`config.mk`:
```
export PLATFORM = sky130hd
export DESIGN_NAME = core_top
export DESIGN_NICKNAME = d
export VERILOG_FILES = /design/src/core_pkg.sv /design/src/i2s_if.sv /design/src/core_top.sv /design/src/i2s_frame.sv /design/src/audio_clock_gen.sv /design/src/bridge_read_mux.sv /design/src/mode_select.sv
export SDC_FILE = /design/constraint.sdc
export NUM_CORES = 1
export LEC_CHECK = 0
export BUFFER_PORTS_ARGS = -buffer_cell sky130_fd_sc_hd__buf_2
export CAP_MARGIN = 20
export CORE_ASPECT_RATIO = 1.4
export CORE_MARGIN = 1.5
export CORE_UTILIZATION = 45
export CTS_BUF_LIST = sky130_fd_sc_hd__clkbuf_16
export CTS_CLUSTER_DIAMETER = 40
export DETAILED_ROUTE_END_ITERATION = 12
export GPL_ROUTABILITY_DRIVEN = 0
export PLACE_DENSITY = 0.79
export SETUP_SLACK_MARGIN = 0.02
export SLEW_MARGIN = 20
export SYNTH_ARGS = -nofsm -noshare
export SYNTH_HDL_FRONTEND = slang
export SYNTH_SLANG_ARGS = --single-unit
```
`constraint.sdc`:
```
create_clock -name clk_74a -period 3.4 [get_ports clk_74a]
set_clock_uncertainty 0.2 [all_clocks]
set_input_delay 0.68 -clock clk_74a [delete_from_list [all_inputs] [get_ports clk_74a]]
set_output_delay 0.68 -clock clk_74a [all_outputs]
set_load 0.005 [all_outputs]
```
`src/core_pkg.sv`:
```
// shared constants for the core: audio timing, bridge regions, display mode
// MCLK_STEP + MCLK_MODULUS must fit in ACCUM_W bits, step/modulus below one half
// SLOT_BITS must be a power of two
`default_nettype none

package core_pkg;

    ////////////////////////////////////////////////////////////
    // display mode

    // 2-bit mode, wraps from 3 back to 0
    typedef logic [1:0] mode_t;

    ////////////////////////////////////////////////////////////
    // audio timing

    // accumulator width for the fractional mclk generator
    localparam int ACCUM_W = 22;

    // 74.25 MHz * 245760 / 742500 / 2 = 12.288 MHz mclk on average
    localparam logic [ACCUM_W-1:0] MCLK_STEP    = 22'd245760;
    localparam logic [ACCUM_W-1:0] MCLK_MODULUS = 22'd742500;

    // sclk periods per channel slot, 64 per frame at 48 kHz
    localparam int SLOT_BITS = 32;

    ////////////////////////////////////////////////////////////
    // bridge address map, top address byte

    localparam logic [7:0] REGION_MODE = 8'h10;
    localparam logic [7:0] REGION_CMD  = 8'hF8;

endpackage

`default_nettype wire
```
`src/i2s_if.sv`:
```
// I2S signal bundle between the clock generator and the frame logic
// all signals are levels or strobes sampled in clk_74a, no clock of their own
`timescale 1ns/1ns
`default_nettype none

interface i2s_if;

    // regenerated audio clocks as registered levels
    logic mclk;
    logic sclk;
    // one clk_74a cycle wide, same cycle sclk goes low
    logic sclk_fall;

    // frame side
    logic lrck;
    logic dac;

    // clock generator drives mclk, sclk and the falling strobe
    modport gen (
        output mclk,
        output sclk,
        output sclk_fall
    );

    // frame logic steps on sclk_fall only
    modport frame (
        input  sclk_fall,
        output lrck,
        output dac
    );

endinterface

`default_nettype wire

```
`src/core_top.sv`:
```
// core top level, single clk_74a domain with synchronous active high rst
// mode selection, bridge read mux and I2S silence generator
// video, PLL and the command handler live outside, mode leaves as a port
`timescale 1ns/1ns
`default_nettype none

module core_top #(
    parameter logic [core_pkg::ACCUM_W-1:0] MCLK_STEP    = core_pkg::MCLK_STEP,
    parameter logic [core_pkg::ACCUM_W-1:0] MCLK_MODULUS = core_pkg::MCLK_MODULUS,
    parameter int                           SLOT_BITS    = core_pkg::SLOT_BITS
) (
    input  wire             clk_74a,
    input  wire             rst,

    // controller 1, bit 0 is d-pad up
    input  wire  [31:0]     cont1_key,

    // bridge bus, synchronous to clk_74a
    input  wire  [31:0]     bridge_addr,
    input  wire             bridge_rd,
    input  wire  [31:0]     cmd_rd_data,
    output logic [31:0]     bridge_rd_data,

    // display mode to the video side
    output core_pkg::mode_t mode,

    // audio
    output logic            audio_mclk,
    output logic            audio_sclk,
    output logic            audio_lrck,
    output logic            audio_dac
);

    ////////////////////////////////////////////////////////////
    // mode select and bridge readback

    mode_select u_mode (
        .clk_74a (clk_74a),
        .rst     (rst),
        .key_up  (cont1_key[0]),
        .mode    (mode)
    );

    bridge_read_mux u_bridge (
        .clk_74a        (clk_74a),
        .rst            (rst),
        .bridge_addr    (bridge_addr),
        .bridge_rd      (bridge_rd),
        .mode           (mode),
        .cmd_rd_data    (cmd_rd_data),
        .bridge_rd_data (bridge_rd_data)
    );

    ////////////////////////////////////////////////////////////
    // I2S silence generator

    i2s_if i2s ();

    audio_clock_gen #(
        .STEP    (MCLK_STEP),
        .MODULUS (MCLK_MODULUS)
    ) u_clkgen (
        .clk_74a (clk_74a),
        .rst     (rst),
        .i2s     (i2s.gen)
    );

    i2s_frame #(
        .SLOT_BITS (SLOT_BITS)
    ) u_frame (
        .clk_74a (clk_74a),
        .rst     (rst),
        .i2s     (i2s.frame)
    );

    // audio pins straight from the bundle
    assign audio_mclk = i2s.mclk;
    assign audio_sclk = i2s.sclk;
    assign audio_lrck = i2s.lrck;
    assign audio_dac  = i2s.dac;

endmodule

`default_nettype wire

```
`src/i2s_frame.sv`:
```
// I2S framing, lrck toggles every SLOT_BITS sclk periods
// SLOT_BITS must be a power of two, the slot counter wraps by overflow
// silence only, dac is held low
`timescale 1ns/1ns
`default_nettype none

module i2s_frame #(
    parameter int SLOT_BITS = core_pkg::SLOT_BITS
) (
    input  wire  clk_74a,
    input  wire  rst,
    i2s_if.frame i2s
);

    localparam int CNT_W = $clog2(SLOT_BITS);

    // bit position within the current channel slot
    logic [CNT_W-1:0] bit_cnt;
    logic             lrck_q;
    logic             last_bit;

    assign last_bit = (bit_cnt == CNT_W'(SLOT_BITS - 1));

    always_ff @(posedge clk_74a) begin
        if (rst) begin
            bit_cnt <= '0;
            lrck_q  <= 1'b0;
        end else if (i2s.sclk_fall) begin
            bit_cnt <= bit_cnt + 1'b1;
            // end of slot, switch channel
            if (last_bit) begin
                lrck_q <= ~lrck_q;
            end
        end
    end

    assign i2s.lrck = lrck_q;
    // no sample source, shift out zeros
    assign i2s.dac  = 1'b0;

endmodule

`default_nettype wire

```
`src/audio_clock_gen.sv`:
```
// mclk and sclk regenerated as levels in clk_74a from a fractional accumulator
// STEP + MODULUS must fit in ACCUM_W bits, and STEP below MODULUS / 2
// sclk = mclk / 4, sclk_fall marks the clk_74a cycle where sclk drops
`timescale 1ns/1ns
`default_nettype none

module audio_clock_gen #(
    parameter logic [core_pkg::ACCUM_W-1:0] STEP    = core_pkg::MCLK_STEP,
    parameter logic [core_pkg::ACCUM_W-1:0] MODULUS = core_pkg::MCLK_MODULUS
) (
    input  wire clk_74a,
    input  wire rst,
    i2s_if.gen  i2s
);

    import core_pkg::*;

    ////////////////////////////////////////////////////////////
    // fractional accumulator

    logic [ACCUM_W-1:0] accum;
    logic [ACCUM_W-1:0] accum_sum;
    // sum reached the modulus, mclk edge this clock
    logic               mclk_tick;
    logic               mclk_q;

    assign accum_sum = accum + STEP;
    assign mclk_tick = (accum_sum >= MODULUS);

    always_ff @(posedge clk_74a) begin
        if (rst) begin
            accum  <= '0;
            mclk_q <= 1'b0;
        end else if (mclk_tick) begin
            // keep the remainder so the average rate is exact
            accum  <= accum_sum - MODULUS;
            mclk_q <= ~mclk_q;
        end else begin
            accum  <= accum_sum;
        end
    end

    ////////////////////////////////////////////////////////////
    // mclk divider and sclk falling strobe

    logic [1:0] div;
    logic       mclk_rise;
    logic       sclk_fall_q;

    // tick while mclk is low means it goes high at this edge
    assign mclk_rise = mclk_tick & ~mclk_q;

    always_ff @(posedge clk_74a) begin
        if (rst) begin
            div         <= 2'd0;
            sclk_fall_q <= 1'b0;
        end else begin
            // 3 -> 0 on this rise drops div[1], so flag it now
            sclk_fall_q <= mclk_rise & (div == 2'd3);
            if (mclk_rise) begin
                div <= div + 2'd1;
            end
        end
    end

    assign i2s.mclk      = mclk_q;
    assign i2s.sclk      = div[1];
    assign i2s.sclk_fall = sclk_fall_q;

endmodule

`default_nettype wire

```
`src/bridge_read_mux.sv`:
```
// bridge read data mux, decoded by the top address byte
// read data appears one clock after the bridge_rd strobe and holds until the next
// unmapped regions return zero
`timescale 1ns/1ns
`default_nettype none

module bridge_read_mux (
    input  wire             clk_74a,
    input  wire             rst,
    input  wire  [31:0]     bridge_addr,
    input  wire             bridge_rd,
    input  wire core_pkg::mode_t mode,
    input  wire  [31:0]     cmd_rd_data,
    output logic [31:0]     bridge_rd_data
);

    import core_pkg::*;

    // region select byte
    logic [7:0] region;

    assign region = bridge_addr[31:24];

    ////////////////////////////////////////////////////////////
    // registered read path

    always_ff @(posedge clk_74a) begin
        if (rst) begin
            bridge_rd_data <= '0;
        end else if (bridge_rd) begin
            case (region)
                // mode readback, zero-extended
                REGION_MODE: bridge_rd_data <= 32'(mode);
                // command handler space
                REGION_CMD:  bridge_rd_data <= cmd_rd_data;
                // nothing mapped here
                default:     bridge_rd_data <= '0;
            endcase
        end
        // no strobe, hold last value
    end

endmodule

`default_nettype wire

```
`src/mode_select.sv`:
```
// display mode select from the d-pad up key
// key is assumed already synchronous to clk_74a
`timescale 1ns/1ns
`default_nettype none

module mode_select (
    input  wire            clk_74a,
    input  wire            rst,
    input  wire            key_up,
    output core_pkg::mode_t mode
);

    // previous key sample for edge detect
    logic key_q;
    logic key_rise;

    // high now, low on the previous clock
    assign key_rise = key_up & ~key_q;

    always_ff @(posedge clk_74a) begin
        if (rst) begin
            key_q <= 1'b0;
            mode  <= '0;
        end else begin
            key_q <= key_up;
            // one step per press, holding the key does nothing
            if (key_rise) begin
                // 2-bit add wraps 3 -> 0 on its own
                mode <= mode + 2'd1;
            end
        end
    end

endmodule

`default_nettype wire

```
**Word level (Yosys, flattened, before mapping)**

Cells that the tools add are included.

- Bits in registers: 67
- Input port bits: 99
- Output and inout bits: 38
- Logic and storage cells: 28

- $add $sub $neg: 5
- Magnitude comparators: 1
- Eq/ne operators: 4
- Muxes and demuxes: 2
- Bitwise operators: 6
- Reductions and logical operators: 1

Operators by type and width:

| operator | count |
|---|---|
| $pmux W32 S2 | 1 |
| $add A22 B18 Y22 const B | 1 |
| $ge A22 B20 Y1 const B | 1 |
| $mux W22 | 1 |
| $sub A22 B20 Y22 const B | 1 |
| $eq A8 B5 Y1 const B | 1 |
| $eq A8 B8 Y1 const B | 1 |
| $add A5 B1 Y5 const B | 1 |
| $eq A5 B5 Y1 const B | 1 |
| $add A2 B1 Y2 const B | 2 |
| $and A1 B1 Y1 | 3 |
| $not A1 Y1 | 3 |
| $eq A2 B2 Y1 const B | 1 |
| $reduce_and A2 Y1 | 1 |

**Depth between registers and ports, before layout**

- Depth in word-level cells: 4
- Gate-level depth with buffers: 11
- Mapped depth without buffers: 8

**Modules after synthesis**

From an unflattened synthesis, not the netlist that was laid out.

- Cells, all modules: 378
- Area total of the unflattened synthesis: 3403.3 um^2

By module, submodules not included:

| module | instances | cells each | area each (um^2) | sequential area each (um^2) |
|---|---|---|---|---|
| audio_clock_gen | 1 | 191 | 1616.6 | 480.5 |
| bridge_read_mux | 1 | 149 | 1373.8 | 640.6 |
| i2s_frame | 1 | 28 | 305.3 | 120.1 |
| mode_select | 1 | 10 | 107.6 | 60.1 |

**Least setup slack after synthesis**

OpenSTA, ideal clock, no wires.

- Kind: register -> register
- From: register u_clkgen.accum[15]
- To: register u_clkgen.accum[9]
- Setup time: 0.123 ns
- Arrival time: 2.186 ns
- Data required time: 3.077 ns
- Setup slack: 0.891 ns
- Cell stages (with the launch flop): 9
- Buffers on the path: 0
- Period minus slack after synthesis: 2.509 ns
- Cell sequence: dfxtp_1 inv_1 ha_1 xor2_1 o211ai_1 o32ai_4 a211oi_4 nor4_1 mux2_1

- Word-level cells in the longest chain between the ends: 3

RTL lines:

| what | line | RTL |
|---|---|---|
| start: declaration | audio_clock_gen.sv:21 | `logic [ACCUM_W-1:0] accum;` |
| start signal: assignment | audio_clock_gen.sv:36 | `accum <= accum_sum - MODULUS;` |
| start signal: assignment | audio_clock_gen.sv:39 | `accum <= accum_sum;` |
| $add A22 B18 Y22 | audio_clock_gen.sv:27 | `assign accum_sum = accum + STEP;` |
| $ge A22 B20 Y1 | audio_clock_gen.sv:28 | `assign mclk_tick = (accum_sum >= MODULUS);` |
| $mux W22 | audio_clock_gen.sv:34 | `end else if (mclk_tick) begin` |

No other way between the ends.
A chain may end at the register's enable or synchronous reset.

**Final worst setup path**

- From: register u_clkgen.accum[14]
- To: register u_clkgen.accum[9]

The elaborated chain is that of the path after synthesis.

==> results by group <==
Worst setup path
  • CP max FO: 17
  • Type of origin of the critical path: register
  • WS Path Type: register to register
  • Worst endpoint required time: 3.40 ns
  • CP arrival: 3.12 ns
  • Crit path capture type: register

Drt
  • TritonRoute pass-1 iters: 4
  • WL final: 6720 um
  • DR vias/cell: 5.25
  • Routed WL per cell: 12.6 um
  • DR DRC count: 0
  • Vias: 2805
  • DR iter-0 viols: 121
  • Final ANT Viol Nets: 0

Logic synthesis
  • Syn Area/Cell: 8.74 um2
  • Leading area contributor after synthesis: dfxtp_1
  • Yosys top cell area share: 41.0%
  • Top cells by area, synth: dfxtp_1 41%, a21oi_1 7.1%, nand2b_1 6.1%
  • Cell variety after synth: 55
  • Main synth FF type: dfxtp_1
  • Post-synth EDFFs: 0
  • Flops & latches, synth: 65
  • Asr flop ratio synth: 0%
  • Register area share after synthesis: 41.0%
  • Leading post-synthesis cells by instance count: 65 x dfxtp_1, 45 x a21oi_1, 32 x nand3_1, 31 x nand2b_1, 24 x nor2_1
  • Top-count cell post-synth: dfxtp_1
  • Ys Warns: 0
  • Cells after Synth: 363
  • Syn Nets: 469
  • Synth Cell Area: 3170 um2

Global route
  • GRT Util Overall: 17.7%
  • Largest net degree at the start of global routing: 65
  • Overflow after GRT: 0
  • Wire length of the first global-routing pass: 10400 um
  • Initial antenna violation count: 0
  • Vias in the first global route: 2367

Worst hold path
  • Worst min path class: register to register

STA
  • Max transition margin: 42.7%
  • Setup violators final: 0
  • Max Slew Vio Count: 0
  • Hold Fails Final Rpt: 0
  • Slew @ Worst Pin: 0.859 ns
  • Final period utilization: 91.6%
  • Setup_tns: 0 ns
  • Minimum clock period: 3.12 ns
  • Max Clk Rate: 321 MHz
  • Setup ws final: 0.285 ns
  • Unrepaired setup endpoints after global routing: no

Finish
  • Register Area: 1300 um2
  • Area of the multi-input gates: 1720 um2
  • Area delta synth->final: 23.9%
  • Layout cells sized above 1: 25.7%
  • Fillers: 600
  • # diodes: 0
  • Core Util, Final: 57.0%
  • Nets: 540

Flow run
  • Max-Cap Viols: 0

Die
  • Die H: 102 um
  • I/O pins: 137
  • Cell Rows: 36
  • Starting density of the core: 46.0%
  • Die Wd: 74.0 um
  • Die footprint: 7570 um2
  • Core Box Area: 6890 um2

Power
  • Switching Fraction: 35.6%
  • Static leakage: 1.59 nW
  • Net Switching: 1.12 mW
  • Combinational share of power: 36.8%
  • Part of the power in the clock network: 31.0%
  • Max IR drop VDD: 0.521 mV
  • Internal: 2.02 mW
  • Sequential fraction of design power: 32.2%
  • Power Dens Cells: 798 nW/um2

CTS
  • H-tree Lvls: 3
  • Clk buf depth: 2
  • PostCTS Resize Cnt: 0
  • Clk Latency, worst-skew pair: 0.32 ns
  • CTS Buf Count: 9
  • Hold buffers post-CTS: 0
  • Post-CTS Setup Repair Bufs: 0
  • Worst-path clk slew: 0.05 ns
  • Root Buffer: clkbuf_16
  • CTS Sinks: 65
  • CTS tree: yes

Placement
  • Post-DP HPWL: 4570 um
  • Post-placement setup slack: 0.342 ns
  • Port bufs: 80

Outcome
  • Status: complete, no violations
registers in the layout, indices dropped and copies added (netlist names):
name                     cells
u_bridge.bridge_rd_data     32
u_clkgen.accum              20
u_clkgen.div                 2
u_clkgen.i2s.mclk            1
u_clkgen.i2s.sclk_fall       1
u_frame.bit_cnt              5
u_frame.i2s.lrck             1
u_mode.key_q                 1
u_mode.mode                  2
cells by family (layout without fill, tap and decap cells):
group | count (synthesis) | count (layout) | share of synthesized area [%]
AO/OA/AOI/OAI | 91 | 91 | 19.8
XOR/XNOR | 14 | 14 | 3.86
adder cells (fa/ha/maj) | 7 | 7 | 2.76
buffers and inverters | 32 | 108 | 4.89
flip-flops | 65 | 65 | 41.0
multiplexers | 7 | 7 | 2.37
other | 1 | 1 | 0.118
AND/OR/NAND/NOR | 146 | 146 | 25.2
routing by layer:
metal	part of all wire (%)	GRT usage, %	routed length (um)
met2	51	30.7	3420
met1	43	19.2	2900
met3	5.2	6.02	350
met5	0	0	0
met4	0.86	7.55	58
worst max-delay path, stage by stage (launching register included):
cell and delay, ns:
dfxtp_1 0.56, inv_1 0.12, ha_1 0.27, xor2_1 0.29, o211ai_1 0.23, o32ai_4 0.38
a211oi_4 0.21, nor4_1 0.36, mux2_1 0.35
power groups by stage:
stage	clock, mW	sequential, mW	combinational, mW
after floorplan	0	0.982	0.993
after global placement	0	1.01	1.10
after detailed placement	0	1.02	1.14
after CTS	0.994	1.01	1.15
after global routing	1.04	1.02	1.29
final	0.972	1.01	1.16
path summary, 6_finish.rpt:
path / from / end / slack, ns / cells after the start
max: u_clkgen.accum[14]$_SDFF_PP0_ / u_clkgen.accum[9]$_SDFFE_PP0P_ / 0.28 / 8
min: u_bridge.bridge_rd_data[15]$_SDFFE_PP0P_ / u_bridge.bridge_rd_data[15]$_SDFFE_PP0P_ / 0.26 / 2
max reg2reg: u_clkgen.accum[14]$_SDFF_PP0_ / u_clkgen.accum[9]$_SDFFE_PP0P_ / 0.28 / 8
min reg2reg: u_bridge.bridge_rd_data[15]$_SDFFE_PP0P_ / u_bridge.bridge_rd_data[15]$_SDFFE_PP0P_ / 0.26 / 2
cell usage in the layout, fill, tap and decap left out, types with 3 or more instances in the layout:
cell type	Yosys	final
dfxtp_1	65	65
and2_1	3	3
buf_2	1	80
or3_1	12	12
nand2b_1	31	31
or2_2	3	3
mux2i_1	3	3
nor2_1	24	23
a21oi_1	45	45
buf_4	2	3
a211oi_1	3	3
nor4_1	3	3
clkbuf_16	0	9
xnor2_1	6	6
o21ai_0	13	13
nand2_1	12	12
ha_1	7	7
inv_1	8	9
nand3_1	32	32
nor2b_1	4	4
xor2_1	8	8
nand4_1	3	3
o21ai_1	6	6
nor3_1	9	9
metrics by stage:
step / std cells / cell area, um2 / total power [mW] / hold WS, ns
4_1_cts: 534 / 3930 / 3.16 / 0.266
3_5_place_dp: 518 / 3610 / 2.16 / 0.258
3_3_place_gp: 518 / 3610 / 2.12 / 0.251
6_report: 534 / 3930 / 3.14 / 0.264
2_1_floorplan: 363 / 3170 / 1.98 / 0.262
5_1_grt: 534 / 3930 / 3.36 / 0.279
final cells by class:
class,instances,area share [%]
multi-input cells,266,43.7
flip-flops and latches,65,33.1
repair buffers,84,11.3
clock buffers,9,5.73
well taps,95,3.02
clock inverters,7,2.39
inverters,8,0.764
Power figures use the tool's default switching activity.
